**src/hdl/stepper_defines.svh**
```systemverilog
`ifndef STEPPER_DEFINES_SVH
`define STEPPER_DEFINES_SVH

// peripheral word addresses on the cpu bus
`define ADDR_LEDS          32'h1000_0000
`define ADDR_SPI_OUT_UP    32'h1000_0004
`define ADDR_SPI_OUT_LOW   32'h1000_0008
`define ADDR_SPI_IN_UP     32'h1000_000C
`define ADDR_SPI_IN_LOW    32'h1000_0010
`define ADDR_SPI_CONFIG    32'h1000_0014
`define ADDR_SPI_STATUS    32'h1000_0018
`define ADDR_STEP_CTRL_UP  32'h1000_001C
`define ADDR_STEP_CTRL_LOW 32'h1000_0020
`define ADDR_STEP_STATUS   32'h1000_0024

// bits per spi transfer
`define SPI_FRAME_BITS 40

// one chip select per driver chip
`define SPI_CS_LINES 12

// system clocks per sck half-period
`define SPI_CLK_DIV 4

// clocks high and then low for each step pulse
`define STEP_HALF_PERIOD 4

`endif

```
**src/hdl/bus_pkg.sv**
```systemverilog
package bus_pkg;

  // native cpu bus word
  typedef logic [31:0] bus_word_t;

  // one select per mapped register
  typedef enum logic [3:0] {
    SEL_LEDS,
    SEL_SPI_OUT_UP,
    SEL_SPI_OUT_LOW,
    SEL_SPI_IN_UP,
    SEL_SPI_IN_LOW,
    SEL_SPI_CONFIG,
    SEL_SPI_STATUS,
    SEL_STEP_CTRL_UP,
    SEL_STEP_CTRL_LOW,
    SEL_STEP_STATUS,
    // no request or address outside the map
    SEL_NONE
  } reg_sel_e;

endpackage

```
**src/hdl/motion_pkg.sv**
```systemverilog
package motion_pkg;

  // spi master sequencing
  typedef enum logic [1:0] {
    SPI_IDLE,
    SPI_SHIFT,
    SPI_DONE
  } spi_state_e;

  // step pulse phases
  typedef enum logic [1:0] {
    STEP_IDLE,
    STEP_HIGH,
    STEP_LOW
  } step_state_e;

endpackage

```
**src/hdl/periph_decode.sv**
```systemverilog
`include "stepper_defines.svh"

module periph_decode (
  input  logic                mem_valid,
  input  bus_pkg::bus_word_t  mem_addr,
  output bus_pkg::reg_sel_e   sel
);
  import bus_pkg::*;

  // memory map of the peripheral block
  // new peripherals get their address decoded here
  always_comb begin
    sel = SEL_NONE;
    if (mem_valid) begin
      case (mem_addr)
        `ADDR_LEDS: begin
          sel = SEL_LEDS;
        end
        `ADDR_SPI_OUT_UP: begin
          sel = SEL_SPI_OUT_UP;
        end
        `ADDR_SPI_OUT_LOW: begin
          sel = SEL_SPI_OUT_LOW;
        end
        `ADDR_SPI_IN_UP: begin
          sel = SEL_SPI_IN_UP;
        end
        `ADDR_SPI_IN_LOW: begin
          sel = SEL_SPI_IN_LOW;
        end
        `ADDR_SPI_CONFIG: begin
          sel = SEL_SPI_CONFIG;
        end
        `ADDR_SPI_STATUS: begin
          sel = SEL_SPI_STATUS;
        end
        `ADDR_STEP_CTRL_UP: begin
          sel = SEL_STEP_CTRL_UP;
        end
        `ADDR_STEP_CTRL_LOW: begin
          sel = SEL_STEP_CTRL_LOW;
        end
        `ADDR_STEP_STATUS: begin
          sel = SEL_STEP_STATUS;
        end
        default: begin
          sel = SEL_NONE;
        end
      endcase
    end
  end

endmodule

```
**src/hdl/periph_regs.sv**
```systemverilog
`include "stepper_defines.svh"

module periph_regs (
  input  logic                        clk_in,
  input  logic                        arst_n,
  input  logic                        mem_valid,
  input  logic [3:0]                  mem_wstrb,
  input  bus_pkg::bus_word_t          mem_wdata,
  input  bus_pkg::reg_sel_e           sel,
  input  logic [`SPI_FRAME_BITS-1:0]  spi_rx_data,
  input  logic                        spi_ready,
  input  logic                        step_done,
  output logic                        mem_ready,
  output bus_pkg::bus_word_t          mem_rdata,
  output logic [3:0]                  led,
  output logic [`SPI_FRAME_BITS-1:0]  spi_tx_data,
  output logic [3:0]                  spi_cs_select,
  output logic                        spi_start,
  output logic [31:0]                 step_count,
  output logic                        step_dir,
  output logic                        step_start
);
  import bus_pkg::*;

  logic      pending_q;
  logic      wr_en;
  bus_word_t leds_q;
  bus_word_t spi_out_up_q;
  bus_word_t spi_out_low_q;
  bus_word_t spi_config_q;
  bus_word_t step_ctrl_up_q;
  bus_word_t step_ctrl_low_q;
  bus_word_t read_word;

  // request seen -> pending -> one ready cycle
  // no new request is taken while ready is high
  always_ff @(posedge clk_in or negedge arst_n) begin
    if (!arst_n) begin
      pending_q <= 1'b0;
      mem_ready <= 1'b0;
    end else begin
      pending_q <= mem_valid && !pending_q && !mem_ready;
      mem_ready <= pending_q;
    end
  end

  // any strobe bit writes the whole word
  assign wr_en = pending_q && (mem_wstrb != 4'b0000);

  always_ff @(posedge clk_in or negedge arst_n) begin
    if (!arst_n) begin
      leds_q          <= '0;
      spi_out_up_q    <= '0;
      spi_out_low_q   <= '0;
      spi_config_q    <= '0;
      step_ctrl_up_q  <= '0;
      step_ctrl_low_q <= '0;
    end else if (wr_en) begin
      case (sel)
        SEL_LEDS:          leds_q          <= mem_wdata;
        SEL_SPI_OUT_UP:    spi_out_up_q    <= mem_wdata;
        SEL_SPI_OUT_LOW:   spi_out_low_q   <= mem_wdata;
        SEL_SPI_CONFIG:    spi_config_q    <= mem_wdata;
        SEL_STEP_CTRL_UP:  step_ctrl_up_q  <= mem_wdata;
        SEL_STEP_CTRL_LOW: step_ctrl_low_q <= mem_wdata;
        default: ;
      endcase
    end
  end

  // start strobes line up with the ready cycle
  always_ff @(posedge clk_in or negedge arst_n) begin
    if (!arst_n) begin
      spi_start  <= 1'b0;
      step_start <= 1'b0;
    end else begin
      spi_start  <= wr_en && (sel == SEL_SPI_CONFIG) && mem_wdata[0];
      step_start <= wr_en && (sel == SEL_STEP_CTRL_LOW) && mem_wdata[0];
    end
  end

  always_comb begin
    case (sel)
      SEL_LEDS:          read_word = leds_q;
      SEL_SPI_OUT_UP:    read_word = spi_out_up_q;
      SEL_SPI_OUT_LOW:   read_word = spi_out_low_q;
      // upper rx bits, zero above
      SEL_SPI_IN_UP:
        read_word = {{(64 - `SPI_FRAME_BITS){1'b0}}, spi_rx_data[`SPI_FRAME_BITS-1:32]};
      SEL_SPI_IN_LOW:    read_word = spi_rx_data[31:0];
      SEL_SPI_CONFIG:    read_word = spi_config_q;
      SEL_SPI_STATUS:    read_word = {31'b0, spi_ready};
      SEL_STEP_CTRL_UP:  read_word = step_ctrl_up_q;
      SEL_STEP_CTRL_LOW: read_word = step_ctrl_low_q;
      SEL_STEP_STATUS:   read_word = {31'b0, step_done};
      default:           read_word = '0;
    endcase
  end

  // bus data only during the ready cycle
  assign mem_rdata = mem_ready ? read_word : '0;

  // field mapping to the peripherals
  assign led           = leds_q[3:0];
  assign spi_tx_data   = {spi_out_up_q[`SPI_FRAME_BITS-33:0], spi_out_low_q};
  assign spi_cs_select = spi_config_q[4:1];
  assign step_count    = step_ctrl_up_q;
  assign step_dir      = step_ctrl_low_q[1];

endmodule

```
**src/hdl/spi_master.sv**
```systemverilog
`include "stepper_defines.svh"

module spi_master (
  input  logic                        clk_in,
  input  logic                        arst_n,
  input  logic [`SPI_FRAME_BITS-1:0]  tx_data,
  input  logic [3:0]                  cs_select,
  input  logic                        start,
  input  logic                        miso,
  output logic                        sck,
  output logic                        mosi,
  output logic [`SPI_CS_LINES-1:0]    cs_n,
  output logic [`SPI_FRAME_BITS-1:0]  rx_data,
  output logic                        ready
);
  import motion_pkg::*;

  localparam int DIV_W = $clog2(`SPI_CLK_DIV + 1);
  localparam int BIT_W = $clog2(`SPI_FRAME_BITS);
  localparam logic [DIV_W-1:0] DIV_LAST = DIV_W'(`SPI_CLK_DIV - 1);
  localparam logic [BIT_W-1:0] BIT_LAST = BIT_W'(`SPI_FRAME_BITS - 1);

  spi_state_e                  state_q;
  logic [DIV_W-1:0]            div_cnt_q;
  logic [BIT_W-1:0]            bit_cnt_q;
  logic [`SPI_FRAME_BITS-1:0]  tx_shift_q;
  logic [`SPI_FRAME_BITS-1:0]  rx_shift_q;
  logic [`SPI_CS_LINES-1:0]    cs_n_sel;
  logic                        launch;
  logic                        sck_tick;

  // one-hot low select where out of range selects nothing
  always_comb begin
    for (int i = 0; i < `SPI_CS_LINES; i++) begin
      cs_n_sel[i] = (cs_select != 4'(i));
    end
  end

  assign launch   = (state_q == SPI_IDLE) && start;
  // end of an sck half-period
  assign sck_tick = (state_q == SPI_SHIFT) && (div_cnt_q == DIV_LAST);

  // msb first with the line idling low
  assign mosi = (state_q == SPI_SHIFT) && tx_shift_q[`SPI_FRAME_BITS-1];

  always_ff @(posedge clk_in or negedge arst_n) begin
    if (!arst_n) begin
      state_q   <= SPI_IDLE;
      div_cnt_q <= '0;
      bit_cnt_q <= '0;
      sck       <= 1'b0;
      cs_n      <= '1;
      ready     <= 1'b1;
      rx_data   <= '0;
    end else begin
      case (state_q)
        SPI_IDLE: begin
          if (start) begin
            state_q   <= SPI_SHIFT;
            div_cnt_q <= '0;
            bit_cnt_q <= '0;
            cs_n      <= cs_n_sel;
            ready     <= 1'b0;
          end
        end
        SPI_SHIFT: begin
          if (sck_tick) begin
            div_cnt_q <= '0;
            sck       <= !sck;
            // falling sck closes one bit
            if (sck) begin
              if (bit_cnt_q == BIT_LAST) begin
                state_q <= SPI_DONE;
              end else begin
                bit_cnt_q <= bit_cnt_q + BIT_W'(1);
              end
            end
          end else begin
            div_cnt_q <= div_cnt_q + DIV_W'(1);
          end
        end
        SPI_DONE: begin
          cs_n    <= '1;
          ready   <= 1'b1;
          rx_data <= rx_shift_q;
          state_q <= SPI_IDLE;
        end
        default: begin
          state_q <= SPI_IDLE;
        end
      endcase
    end
  end

  // shift registers
  // mosi moves on falling sck and miso is taken on rising sck
  always_ff @(posedge clk_in or negedge arst_n) begin
    if (!arst_n) begin
      tx_shift_q <= '0;
      rx_shift_q <= '0;
    end else if (launch) begin
      tx_shift_q <= tx_data;
    end else if (sck_tick) begin
      if (sck) begin
        tx_shift_q <= {tx_shift_q[`SPI_FRAME_BITS-2:0], 1'b0};
      end else begin
        rx_shift_q <= {rx_shift_q[`SPI_FRAME_BITS-2:0], miso};
      end
    end
  end

endmodule

```
**src/hdl/step_generator.sv**
```systemverilog
`include "stepper_defines.svh"

module step_generator (
  input  logic        clk_in,
  input  logic        arst_n,
  input  logic        start,
  input  logic [31:0] count,
  input  logic        dir_in,
  output logic        step,
  output logic        dir,
  output logic        done
);
  import motion_pkg::*;

  localparam int TMR_W = $clog2(`STEP_HALF_PERIOD + 1);
  localparam logic [TMR_W-1:0] TMR_LAST = TMR_W'(`STEP_HALF_PERIOD - 1);

  step_state_e       state_q;
  logic [TMR_W-1:0]  timer_q;
  logic [31:0]       remaining_q;
  logic              phase_end;

  assign phase_end = (timer_q == TMR_LAST);

  // a move starts in the low phase with the timer expired
  // so the first pulse follows one clock after start
  always_ff @(posedge clk_in or negedge arst_n) begin
    if (!arst_n) begin
      state_q     <= STEP_IDLE;
      timer_q     <= '0;
      remaining_q <= '0;
      step        <= 1'b0;
      dir         <= 1'b0;
      done        <= 1'b1;
    end else begin
      case (state_q)
        STEP_IDLE: begin
          // starts while busy never reach this branch
          if (start) begin
            state_q     <= STEP_LOW;
            timer_q     <= TMR_LAST;
            remaining_q <= count;
            dir         <= dir_in;
            done        <= 1'b0;
          end
        end
        STEP_HIGH: begin
          if (phase_end) begin
            state_q <= STEP_LOW;
            timer_q <= '0;
            step    <= 1'b0;
          end else begin
            timer_q <= timer_q + TMR_W'(1);
          end
        end
        STEP_LOW: begin
          if (!phase_end) begin
            timer_q <= timer_q + TMR_W'(1);
          end else if (remaining_q == 32'd0) begin
            // last low phase over
            state_q <= STEP_IDLE;
            done    <= 1'b1;
          end else begin
            state_q     <= STEP_HIGH;
            timer_q     <= '0;
            remaining_q <= remaining_q - 32'd1;
            step        <= 1'b1;
          end
        end
        default: begin
          state_q <= STEP_IDLE;
        end
      endcase
    end
  end

endmodule

```
**src/hdl/stepper_periph.sv**
```systemverilog
`include "stepper_defines.svh"

module stepper_periph (
  input  logic                      clk_in,
  input  logic                      arst_n,
  input  logic                      mem_valid,
  input  bus_pkg::bus_word_t        mem_addr,
  input  bus_pkg::bus_word_t        mem_wdata,
  input  logic [3:0]                mem_wstrb,
  input  logic                      miso,
  output logic                      mem_ready,
  output bus_pkg::bus_word_t        mem_rdata,
  output logic [3:0]                led,
  output logic                      sck,
  output logic                      mosi,
  output logic [`SPI_CS_LINES-1:0]  cs_n,
  output logic                      step,
  output logic                      dir
);
  import bus_pkg::*;

  reg_sel_e                    sel;
  logic [`SPI_FRAME_BITS-1:0]  spi_tx_data;
  logic [`SPI_FRAME_BITS-1:0]  spi_rx_data;
  logic [3:0]                  spi_cs_select;
  logic                        spi_start;
  logic                        spi_ready;
  logic [31:0]                 step_count;
  logic                        step_dir;
  logic                        step_start;
  logic                        step_done;

  periph_decode decode0 (
    .mem_valid (mem_valid),
    .mem_addr  (mem_addr),
    .sel       (sel)
  );

  periph_regs regs0 (
    .clk_in        (clk_in),
    .arst_n        (arst_n),
    .mem_valid     (mem_valid),
    .mem_wstrb     (mem_wstrb),
    .mem_wdata     (mem_wdata),
    .sel           (sel),
    .spi_rx_data   (spi_rx_data),
    .spi_ready     (spi_ready),
    .step_done     (step_done),
    .mem_ready     (mem_ready),
    .mem_rdata     (mem_rdata),
    .led           (led),
    .spi_tx_data   (spi_tx_data),
    .spi_cs_select (spi_cs_select),
    .spi_start     (spi_start),
    .step_count    (step_count),
    .step_dir      (step_dir),
    .step_start    (step_start)
  );

  // driver chip link
  spi_master spi0 (
    .clk_in    (clk_in),
    .arst_n    (arst_n),
    .tx_data   (spi_tx_data),
    .cs_select (spi_cs_select),
    .start     (spi_start),
    .miso      (miso),
    .sck       (sck),
    .mosi      (mosi),
    .cs_n      (cs_n),
    .rx_data   (spi_rx_data),
    .ready     (spi_ready)
  );

  step_generator step0 (
    .clk_in (clk_in),
    .arst_n (arst_n),
    .start  (step_start),
    .count  (step_count),
    .dir_in (step_dir),
    .step   (step),
    .dir    (dir),
    .done   (step_done)
  );

endmodule

```
**config.mk**
```make
export PLATFORM = sky130hd
export DESIGN_NAME = stepper_periph
export DESIGN_NICKNAME = d
export VERILOG_FILES = /design/src/hdl/bus_pkg.sv /design/src/hdl/motion_pkg.sv /design/src/hdl/periph_decode.sv /design/src/hdl/periph_regs.sv /design/src/hdl/spi_master.sv /design/src/hdl/step_generator.sv /design/src/hdl/stepper_periph.sv
export VERILOG_INCLUDE_DIRS = /design/src /design/src/hdl
export SDC_FILE = /design/constraint.sdc
export NUM_CORES = 1
export LEC_CHECK = 0
export BUFFER_PORTS_ARGS = -buffer_cell sky130_fd_sc_hd__buf_2
export CORE_MARGIN = 8
export CORE_UTILIZATION = 61
export DETAILED_ROUTE_END_ITERATION = 16
export MAX_ROUTING_LAYER = met4
export PLACE_DENSITY_LB_ADDON = 0.15
export SLEW_MARGIN = 10
export SYNTH_ARGS = -nofsm -noshare
export SYNTH_HDL_FRONTEND = slang
export SYNTH_HIERARCHICAL = 1
export SYNTH_SLANG_ARGS = --single-unit
```
**constraint.sdc**
```tcl
create_clock -name clk_in -period 3.1 [get_ports clk_in]
set_input_delay 0.155 -clock clk_in [delete_from_list [all_inputs] [get_ports clk_in]]
set_output_delay 0.155 -clock clk_in [all_outputs]
set_load 0.01 [all_outputs]
```
==> impl_metrics.ini <==
[run_status]
status = completed

[critical_path]
endpoint_kind = output pin
worst-setup-path-type = input port to output pin
ff2ff_path_depth = 7
cp_max_fo = 12
critPathArrivalTime_ns = 2.94
reg2reg_slack_ns = 0.44
r2r-end = step0/remaining_q[16]
critPathRequiredTime_ns = 2.94
cp-start-kind = input port
reg2reg_from = step0/remaining_q[19]

[synth]
syn_inst = 1646
ys_seq_area_share_pct = 50.6
synth_top_cell_by_area = dfrtp_1
yosysWarnings = 6
synth_area_um2 = 18900
synth_top_area_share_pct = 48.6
syn_avg_cell_area_um2 = 11.5
synth.area.top_cells = dfrtp_1 (49%), mux2_2 (9.5%), mux2_4 (5.8%)
synth_edf_count = 0
syn-num-nets = 1727
ys.flop_type = dfrtp_1
synth-seq-cells = 381
synth.distinct_cells = 101
async_reset_ff_share_pct = 100

[timing]
slew_headroom_pct = 29.7
hold_viol = 0
slew_violations = 0
fin_skew_ns = 0.0242
worstMarginPinSlew_ns = 1.05
fin_crit_ns = 3.09
max_freq_mhz = 323
rsz0062_at_grt = false
setup_viol = 0
holdWs_ns = 0.201
layout_setup_ws_ns = 0.00589
period_share_pct = 99.8

[power_and_ir_drop]
power.density_nw_per_um2 = 470
peakVddDrop_uv = 455
power_w = 0.0103
p_leak_nw = 10.6

[grt]
grt_max_degree = 83
grt_antenna_before_repair = 0
track_usage_pct = 32.8
first_global_vias = 14643
grt_pass1_wl_mm = 89.6
grt_remaining_overflow = 0

[hold_path]
hold_path_class = input port to async pin

[routing]
vias = 14698
drt.antenna.violating_nets = 0
drcViolationCount = 0
avgRoutedWirePerCell_um = 25.9
dr.pass1.iters = 7
avgViaCountPerCell = 6.52
drtIter0Drc = 1404
wirelength_mm = 58.5

[cells_and_area]
area_delta_synth_final_pct = 16.5
final_common_cell = dfrtp_1
multi_input_area_um2 = 8480
fillers = 2154
drive_gt1_share_pct = 31.9
seqCellArea_um2 = 9550
postLayoutCellArea_um2 = 22000
nets = 1908
final_cell_mix = dfrtp_1 (367), nand2_1 (260), mux2_2 (160)
stdcell_count = 2255
largest_registers = spi0/rx_data (40), spi0/rx_shift_q (40), spi0/tx_shift_q (40)

[die]
fp.dieW_um = 192
rows = 64
die_y_um = 192
dieArea_um2 = 36900
fp.coreArea_um2 = 30500
initial_core_util_pct = 61.9
ios = 125

[placed_design]
portBuffers = 124
dp.cells = 2143
finalWeightedCongestion = 1.03
placed_area_um2 = 20200
dp.final_hpwl_mm = 41.7
place_ws_ns = 0.0220

[cts]
htreeDepth = 2
cts_sinks = 381
clock_path_buffers = 3
clockRootBuffer = clkbuf_16
tritoncts = yes
cts_buffers = 41
clk-insertion-delay-late_ns = 0.56
clk_pin_slew_ns = 0.06

[flow_run]
timing.max_cap.violations = 0
-- worst max-delay path by stage --
stage | from | to | slack (ns) | cells past startpoint
finish | mem_addr[20] | mem_rdata[0] | 0.006 | 11
CTS | mem_addr[1] | mem_rdata[20] | 0.001 | 11
global placement | mem_addr[8] | mem_rdata[20] | -0.004 | 11
global route | mem_addr[20] | mem_rdata[0] | 0.007 | 11
detailed placement | mem_addr[1] | mem_rdata[20] | 0.02 | 11
floorplan | mem_addr[20] | mem_rdata[25] | 0.52 | 9
-- synth_stat cells, types with 7 or more instances --
cell type,count
a221oi_1,15
nand4_1,14
buf_2,30
buf_4,36
o2bb2ai_1,8
o22ai_1,8
or3_1,7
nand2_1,260
a21oi_1,44
mux2_4,73
clkbuf_1,29
nor3_1,36
a31oi_1,23
mux2i_1,22
nor4_1,22
mux2_1,16
a211oi_1,8
a22oi_1,50
nor2_1,74
o21ai_0,22
buf_6,24
ha_1,9
a22o_1,25
inv_1,13
nor2b_1,16
mux2_2,160
and4_1,7
nand2b_1,8
dfstp_2,14
dfrtp_1,367
and2_1,11
and3_1,9
nand3_1,40
-- per-stage QoR --
| stage | utilization (%) | TNS [ns] |
|---|---|---|
| 3_3_place_gp | 66.3 | -0.00404 |
| 3_5_place_dp | 66.3 | 0 |
| 4_1_cts | 72.0 | 0 |
| 5_1_grt | 72.1 | 0 |
| 2_1_floorplan | - | 0 |
| 6_report | 72.1 | 0 |
-- cell type report --
type                    instances  share of cell area, %
diodes                          1                 0.0114
flip-flops and latches        381                   43.4
multi-input cells            1124                   38.5
inverters                      16                  0.273
clock buffers                  61                   5.51
well taps                     396                   2.25
clock inverters                13                  0.921
repair buffers                263                   9.09
-- per-layer routing --
metal	global-route usage (%)	routed length (µm)
met5	-	0
met4	12.9	2560
met3	4.94	4370
met2	48.8	26400
met1	45.1	25200
-- power breakdown --
group	switching, W	internal (W)
registers	0.00000252	0.00498
clock network	0.00204	0.00306
logic	0.000183	0.0000877
total	0.00222	0.00812
-- timing repair --
item	CTS	global route
hold endpoints to repair	263	0
gates resized for setup	0	2
setup buffers	0	2
hold buffers	35	0
endpoints found under the setup margin	0	15
-- kinds of logic (layout without fill, tap and decap cells) --
family | Yosys count | after routing | share of synthesized area, %
compound gates | 277 | 277 | 11.1
xor+xnor | 4 | 4 | 0.186
fa+ha+maj | 9 | 9 | 0.596
buf+inv | 141 | 353 | 4.82
flops | 381 | 381 | 50.6
mux | 275 | 275 | 18.0
other cells | 0 | 1 | 0
simple gates | 559 | 559 | 14.8
-- worst max-delay path, stage by stage --
cell and delay [ns]:
buf_2 0.10, nor4b_1 0.31, nand4_1 0.14, buf_4 0.19, a2111o_2 0.54, buf_4 0.24
and3_1 0.21, a22o_1 0.22, a221oi_1 0.42, a21oi_1 0.22, buf_2 0.18
(Power assumes the default switching activity.)
